File: src/common/controlPkg.sv
package controlPkg;

    // --------------------
    // Instruction encodings
    // --------------------

    typedef enum logic [5:0] {
        OP_SPECIAL = 6'b000000,
        OP_J       = 6'b000010,
        OP_JAL     = 6'b000011,
        OP_ADDI    = 6'b001000,
        OP_ADDIU   = 6'b001001,
        OP_SLTI    = 6'b001010,
        OP_SLTIU   = 6'b001011,
        OP_ANDI    = 6'b001100,
        OP_ORI     = 6'b001101,
        OP_XORI    = 6'b001110,
        OP_LUI     = 6'b001111,
        OP_LB      = 6'b100000,
        OP_LH      = 6'b100001,
        OP_LW      = 6'b100011,
        OP_SB      = 6'b101000,
        OP_SH      = 6'b101001,
        OP_SW      = 6'b101011
    } opcode_e;

    // SRL/ROTR and SRLV/ROTRV share a code
    typedef enum logic [5:0] {
        FN_SLL        = 6'b000000,
        FN_SRL_ROTR   = 6'b000010,
        FN_SLLV       = 6'b000100,
        FN_SRLV_ROTRV = 6'b000110,
        FN_JR         = 6'b001000
    } funct_e;

    typedef enum logic [5:0] {
        ALU_ZERO  = 6'b000000,
        ALU_ADDIU = 6'b000001,
        ALU_ADDI  = 6'b000010,
        ALU_LUI   = 6'b000100,
        ALU_JUMP  = 6'b001011,  // J, JR, JAL
        ALU_ANDI  = 6'b001100,
        ALU_ORI   = 6'b001101,
        ALU_XORI  = 6'b001110,
        ALU_SLTI  = 6'b010000,
        ALU_SLTIU = 6'b010001,
        ALU_SRL   = 6'b010010,
        ALU_ROTR  = 6'b010011,
        ALU_SRLV  = 6'b010100,
        ALU_ROTRV = 6'b010110
    } aluOp_e;

    typedef enum logic [1:0] {DST_RT = 2'b00, DST_RD = 2'b01, DST_RA = 2'b10} regDst_e;
    typedef enum logic [1:0] {WB_MEM = 2'b00, WB_LINK = 2'b01, WB_ALU = 2'b10} memToReg_e;
    typedef enum logic [1:0] {BS_WORD = 2'b00, BS_HALF = 2'b01, BS_BYTE = 2'b10} byteSel_e;

    // --------------------
    // Instruction formats
    // --------------------

    typedef struct packed {
        opcode_e    opcode;
        logic [4:0] rs;
        logic [4:0] rt;
        logic [4:0] rd;
        logic [4:0] shamt;
        logic [5:0] funct;
    } rFmt_t;

    typedef struct packed {
        opcode_e     opcode;
        logic [4:0]  rs;
        logic [4:0]  rt;
        logic [15:0] imm;
    } iFmt_t;

    typedef struct packed {
        opcode_e     opcode;
        logic [25:0] target;
    } jFmt_t;

    // One fetched word seen three ways
    typedef union packed {
        rFmt_t rFmt;
        iFmt_t iFmt;
        jFmt_t jFmt;
    } instrWord_u;

    // --------------------
    // Control word
    // --------------------

    typedef struct packed {
        logic      aluBMux;  // 1 selects immediate
        regDst_e   regDst;
        aluOp_e    aluOp;
    } exCtrl_t;

    typedef struct packed {
        logic     memWrite;
        logic     memRead;
        byteSel_e byteSig;
    } memCtrl_t;

    typedef struct packed {
        logic      regWrite;
        memToReg_e memToReg;
    } wbCtrl_t;

    typedef struct packed {
        logic jumpMuxSel;   // Register target for JR
        logic jumpControl;
        logic flushIf;
    } jumpCtrl_t;

    // All zero means inactive
    typedef struct packed {
        jumpCtrl_t jump;
        exCtrl_t   ex;
        memCtrl_t  mem;
        wbCtrl_t   wb;
    } ctrlWord_t;

endpackage

File: src/decode/specialFuncDecoder.sv
`timescale 1ns/1ns

module specialFuncDecoder (
    input  controlPkg::instrWord_u instr,
    output controlPkg::ctrlWord_t  specialCtrl
);
    import controlPkg::*;

    logic [5:0] funct;
    logic       rotBit;     // Instruction bit 21
    logic       rotVarBit;  // Instruction bit 6

    // --------------------
    // Field extraction
    // --------------------

    assign funct     = instr.rFmt.funct;
    assign rotBit    = instr.rFmt.rs[0];
    assign rotVarBit = instr.rFmt.shamt[0];

    // --------------------
    // Function decode
    // --------------------

    always_comb begin
        specialCtrl = '0;

        if (funct == FN_JR) begin
            // Jump through rs and flush fetch
            specialCtrl.jump.jumpMuxSel  = 1'b1;
            specialCtrl.jump.jumpControl = 1'b1;
            specialCtrl.jump.flushIf     = 1'b1;
            specialCtrl.ex.aluOp         = ALU_JUMP;
        end else begin
            // Register-register result into rd
            specialCtrl.ex.aluBMux  = 1'b0;
            specialCtrl.ex.regDst   = DST_RD;
            specialCtrl.wb.regWrite = 1'b1;
            specialCtrl.wb.memToReg = WB_ALU;

            case (funct)
                FN_SRL_ROTR: begin
                    specialCtrl.ex.aluOp = rotBit ? ALU_ROTR : ALU_SRL;
                end
                FN_SRLV_ROTRV: begin
                    specialCtrl.ex.aluOp = rotVarBit ? ALU_ROTRV : ALU_SRLV;
                end
                default: begin
                    specialCtrl.ex.aluOp = ALU_ZERO;  // SLL, SLLV and the rest
                end
            endcase
        end
    end

endmodule

File: src/decode/opcodeDecoder.sv
`timescale 1ns/1ns

module opcodeDecoder (
    input  controlPkg::opcode_e   opcode,
    output controlPkg::ctrlWord_t opcodeCtrl
);
    import controlPkg::*;

    // --------------------
    // Helpers
    // --------------------

    // ALU op of the immediate group
    function automatic aluOp_e immAluOp(input opcode_e op);
        case (op)
            OP_ADDI:  return ALU_ADDI;
            OP_ADDIU: return ALU_ADDIU;
            OP_LUI:   return ALU_LUI;
            OP_ANDI:  return ALU_ANDI;
            OP_ORI:   return ALU_ORI;
            OP_XORI:  return ALU_XORI;
            OP_SLTI:  return ALU_SLTI;
            OP_SLTIU: return ALU_SLTIU;
            default:  return ALU_ZERO;
        endcase
    endfunction

    // Access size of a load or store
    function automatic byteSel_e accessSize(input opcode_e op);
        case (op)
            OP_LH, OP_SH: return BS_HALF;
            OP_LB, OP_SB: return BS_BYTE;
            default:      return BS_WORD;
        endcase
    endfunction

    // --------------------
    // Opcode decode
    // --------------------

    always_comb begin
        opcodeCtrl = '0;

        case (opcode)
            // Immediate arithmetic and logic
            OP_ADDI, OP_ADDIU, OP_LUI, OP_ANDI,
            OP_ORI, OP_XORI, OP_SLTI, OP_SLTIU: begin
                opcodeCtrl.ex.aluBMux   = 1'b1;
                opcodeCtrl.ex.regDst    = DST_RT;
                opcodeCtrl.ex.aluOp     = immAluOp(opcode);
                opcodeCtrl.wb.regWrite  = 1'b1;
                opcodeCtrl.wb.memToReg  = WB_ALU;
            end

            // Loads address memory at rs + imm
            OP_LW, OP_LH, OP_LB: begin
                opcodeCtrl.ex.aluBMux   = 1'b1;
                opcodeCtrl.ex.regDst    = DST_RT;
                opcodeCtrl.ex.aluOp     = ALU_ADDI;
                opcodeCtrl.mem.memRead  = 1'b1;
                opcodeCtrl.mem.byteSig  = accessSize(opcode);
                opcodeCtrl.wb.regWrite  = 1'b1;
                opcodeCtrl.wb.memToReg  = WB_MEM;
            end

            // Stores
            OP_SW, OP_SH, OP_SB: begin
                opcodeCtrl.ex.aluBMux   = 1'b1;
                opcodeCtrl.ex.aluOp     = ALU_ADDI;
                opcodeCtrl.mem.memWrite = 1'b1;
                opcodeCtrl.mem.byteSig  = accessSize(opcode);
                opcodeCtrl.wb.regWrite  = 1'b0;
            end

            OP_J: begin
                opcodeCtrl.jump.jumpControl = 1'b1;
                opcodeCtrl.jump.flushIf     = 1'b1;
                opcodeCtrl.ex.aluOp         = ALU_JUMP;
            end

            OP_JAL: begin
                opcodeCtrl.jump.jumpControl = 1'b1;
                opcodeCtrl.jump.flushIf     = 1'b1;
                opcodeCtrl.ex.aluOp         = ALU_JUMP;
                opcodeCtrl.ex.regDst        = DST_RA;   // Link into r31
                opcodeCtrl.wb.regWrite      = 1'b1;
                opcodeCtrl.wb.memToReg      = WB_LINK;
            end

            default: begin
                opcodeCtrl = '0;
            end
        endcase
    end

endmodule

File: src/rtl/controlStage.sv
`timescale 1ns/1ns

module controlStage (
    input  logic                   clk,
    input  logic                   rst,
    input  logic                   instrValid,
    input  controlPkg::instrWord_u instr,
    input  controlPkg::ctrlWord_t  specialCtrl,
    input  controlPkg::ctrlWord_t  opcodeCtrl,
    output controlPkg::ctrlWord_t  ctrl,
    output logic                   ctrlValid
);
    import controlPkg::*;

    ctrlWord_t nextCtrl;
    logic      isNop;
    logic      isSpecial;

    // --------------------
    // Word select
    // --------------------

    assign isNop     = (instr == '0);
    assign isSpecial = (instr.iFmt.opcode == OP_SPECIAL);

    always_comb begin
        if (!instrValid || isNop) begin
            nextCtrl = '0;               // Bubble
        end else if (isSpecial) begin
            nextCtrl = specialCtrl;
        end else begin
            nextCtrl = opcodeCtrl;
        end
    end

    // --------------------
    // ID/EX register
    // --------------------

    always_ff @(posedge clk) begin
        if (rst) begin
            ctrl      <= '0;
            ctrlValid <= 1'b0;
        end else begin
            ctrl      <= nextCtrl;
            ctrlValid <= instrValid;     // NOP still counts as valid
        end
    end

    // --------------------
    // Checks
    // --------------------

    // Memory stage gets at most one access per instruction
    memExclusive: assert property (
        @(posedge clk) disable iff (rst)
        !(ctrl.mem.memRead && ctrl.mem.memWrite)
    ) else $error("memRead and memWrite both set");

    // Every fetch flush comes from a taken jump
    flushNeedsJump: assert property (
        @(posedge clk) disable iff (rst)
        ctrl.jump.flushIf |-> ctrl.jump.jumpControl
    ) else $error("flushIf without jumpControl");

    // Empty slot carries no side effects downstream
    idleIsInactive: assert property (
        @(posedge clk) disable iff (rst)
        !ctrlValid |-> (ctrl == '0)
    ) else $error("ctrl active while ctrlValid low");

endmodule

File: src/rtl/controlUnit.sv
`timescale 1ns/1ns

module controlUnit (
    input  logic                   clk,
    input  logic                   rst,
    input  logic                   instrValid,
    input  controlPkg::instrWord_u instr,
    output logic                   ctrlValid,
    output controlPkg::ctrlWord_t  ctrl
);
    import controlPkg::*;

    ctrlWord_t specialCtrl;
    ctrlWord_t opcodeCtrl;

    // --------------------
    // Decoders
    // --------------------

    // Both decoders see every word
    specialFuncDecoder specialDec (
        .instr       (instr),
        .specialCtrl (specialCtrl)
    );

    opcodeDecoder opcodeDec (
        .opcode     (instr.iFmt.opcode),
        .opcodeCtrl (opcodeCtrl)
    );

    // --------------------
    // Select and register
    // --------------------

    controlStage stage (
        .clk         (clk),
        .rst         (rst),
        .instrValid  (instrValid),
        .instr       (instr),
        .specialCtrl (specialCtrl),
        .opcodeCtrl  (opcodeCtrl),
        .ctrl        (ctrl),
        .ctrlValid   (ctrlValid)
    );

endmodule

File: config.mk
export PLATFORM = sky130hd
export DESIGN_NAME = controlUnit
export DESIGN_NICKNAME = d
export VERILOG_FILES = /design/src/common/controlPkg.sv /design/src/decode/specialFuncDecoder.sv /design/src/decode/opcodeDecoder.sv /design/src/rtl/controlStage.sv /design/src/rtl/controlUnit.sv
export SDC_FILE = /design/constraint.sdc
export NUM_CORES = 1
export LEC_CHECK = 0
export BUFFER_PORTS_ARGS = -buffer_cell sky130_fd_sc_hd__buf_2
export CORE_MARGIN = 5
export CORE_UTILIZATION = 40
export CTS_BUF_LIST = sky130_fd_sc_hd__clkbuf_16
export DETAILED_ROUTE_END_ITERATION = 16
export HOLD_SLACK_MARGIN = 0.03
export PLACE_DENSITY = 0.77
export SETUP_SLACK_MARGIN = 0.02
export SLEW_MARGIN = 20
export SYNTH_ARGS = -nofsm -noshare
export SYNTH_HDL_FRONTEND = slang
export SYNTH_SLANG_ARGS = --single-unit
File: constraint.sdc
create_clock -name clk -period 2.39 [get_ports clk]
set_clock_uncertainty 0.2 [all_clocks]
set_input_delay 0.239 -clock clk [delete_from_list [all_inputs] [get_ports clk]]
set_output_delay 0.239 -clock clk [all_outputs]
set_load 0.01 [all_outputs]
==> results.cfg <==
[setup_path]
crit_start = rst
crit_arrival_ns = 1.82
crit_slowest_cell = dlygate4sd3_1
crit_fanout = 4
crit_path_start_kind = input port
path_cells = dlygate4sd3_1 > buf_2 > nor2b_1 > nand2b_1 > nand3b_1 > nor3b_1
cp.required_ns = 2.36
end_kind = flip-flop
slowest_delay_ns = 0.53
crit_type = in2reg

[synth]
yosys-mux-area-fraction = 0
syn_inst = 93
synth-adder-area-share = 0
synth_warnings = 0
synth_xor_xnor_area_share = 0
synth-async-reset-ratio = 0
syn_area_per_cell_um2 = 8.74
synth_edf_count = 0
synth_top_family_by_area = simple AND/OR/NAND/NOR gates
synth_nets = 128
seq_area_frac_synth = 0.443
synth_cell_types = 31
ys_seq_elements = 18
synth_compound_gate_area_share = 0.155
netlist_area_um2 = 813
synth-simple-area-share = 0.337
synth_top_flop_cell = dfxtp_1

[flow_run]
maxCapViolations = 0

[grt]
grt_max_degree = 11
grt_pass1_vias = 862
grt_pass1_wl_mm = 3.43
grt_usage = 0.160
antenna_found_initial = 0
grt-ovfl-total = 0

[timing]
finalCritPeriodShare = 0.777
period_needed_ns = 1.86
max_freq_mhz = 539
fin_setup_tns_ns = 0
rsz0062_at_grt = false
setup_viol = 0
hold_violations = 0
slew_violations = 0

[pwr]
power.switching_uw = 142
combPwrFrac = 0.117
seqPwrFrac = 0.434
total_power_uw = 705
ir_drop_v = 0.000348
cellInternalPower_uw = 563
power_leakage_uw = 0.000559
powerDensity_nw_per_um2 = 606
swShare = 0.201
power_frac_clock = 0.449

[outcome]
status = finished clean

[routing]
ant_nets = 0
firstDrtPassIters = 4
num_vias = 886
drt-total-wl_mm = 2.19
detail_route.drc_violations = 0
drt-initial-drc-count = 35
wl_per_cell_um = 12.7
avgViaCountPerCell = 5.15

[layout]
area_growth_pct = 43.1
layout_common_cells = buf_2, dfxtp_1, nor2_1
diodes = 0
fillers = 187
drive_above_1_share = 0.421
final_cells = 172
final_nets = 182
fin_util = 0.599
layout_commonest_cell = buf_2

[clock_tree]
clkSlewWorstSetupHoldPaths_ns = 0.05
cts_root_buffer = clkbuf_16
clock_sinks = 18
clk_path_buf_depth = 2
cts_max_level = 1
cts_setup_buffers = 0
cts_buffers = 3
ctsResizeCount = 0
cts_tree = done

[floorplan]
die_area_um2 = 3030
dieWidth_um = 55.1
die_y_um = 55.1
io_pins = 55
row_count = 16
initial_core_util = 0.419
core_um2 = 1940

[placement]
place_congestion = 0.852
detailed_place_hpwl_mm = 1.83
portBuffers = 53
dp.cells = 168

[hold_path]
min_from = instr[29]
hold_class = in2reg
worst max-delay path: cells and delay by family:
family	cells	cell delay [ns]
buffers and inverters	2	0.65
AND/OR/NAND/NOR	4	0.93
timing repair:
action                                 4_1_cts  5_1_grt
hold buffers                                 1        0
setup endpoints to repair                    0        0
endpoints found under the hold margin        1        0
cells in the mapped netlist, types with 3 or more instances:
master / count / area share
dfxtp_1: 18 / 0.44
nor2_1: 11 / 0.051
nor3_1: 9 / 0.055
nor4_1: 7 / 0.054
a21oi_1: 5 / 0.031
inv_1: 4 / 0.018
nor2b_1: 4 / 0.031
nand2_1: 3 / 0.014
per-layer routing:
layer | up-vias | GRT usage | share of wire | routed length, um
met4 | 0 | 0.0972 | 0.025 | 54
met2 | 56 | 0.266 | 0.46 | 1010
met5 | - | 0 | 0 | 0
met3 | 5 | 0.0161 | 0.099 | 216
li1 | 441 | - | - | -
met1 | 384 | 0.197 | 0.42 | 907
logic make-up after synthesis:
logic type | count (synthesis)
AO/OA/AOI/OAI | 16
buffers and inverters | 9
flip-flops | 18
other | 1
AND/OR/NAND/NOR | 49
path summary, 6_finish.rpt:
path | cells after the start | slack (ns) | end
worst max-delay path | 6 | 0.53 | stage.ctrl[6]$_SDFF_PP0_
worst min-delay path | 2 | 0.07 | stage.ctrl[5]$_SDFF_PP0_
state kept, by name (all words and copies together), names as in the netlist:
register,count
stage.ctrl,17
stage.ctrlValid,1
metrics by stage:
step           setup slack [ns]  instance area [um^2]  hold slack (ns)
6_report                  0.534                  1160           0.0684
5_1_grt                   0.381                  1160           0.0853
4_1_cts                   0.541                  1160           0.0653
3_5_place_dp              0.329                  1080            0.272
3_3_place_gp              0.371                  1080            0.271
2_1_floorplan             0.482                   813            0.164
final cells by class:
class / count / area (um^2) / area share
Clock buffer: 3 / 75.1 / 0.0645
Tap cell: 27 / 33.8 / 0.0290
Inverter: 4 / 15.0 / 0.0129
Sequential cell: 18 / 360 / 0.310
Timing Repair Buffer: 54 / 275 / 0.237
Multi-Input combinational cell: 66 / 404 / 0.347
power groups by stage:
stage          registers, uW  clock network [uW]  logic [uW]
2_1_floorplan            314                   0        39.2
3_3_place_gp             311                   0        78.3
3_5_place_dp             311                   0        80.5
4_1_cts                  306                 326        82.0
5_1_grt                  305                 342        91.5
6_report                 306                 317        82.8
(Power assumes the default switching activity.)
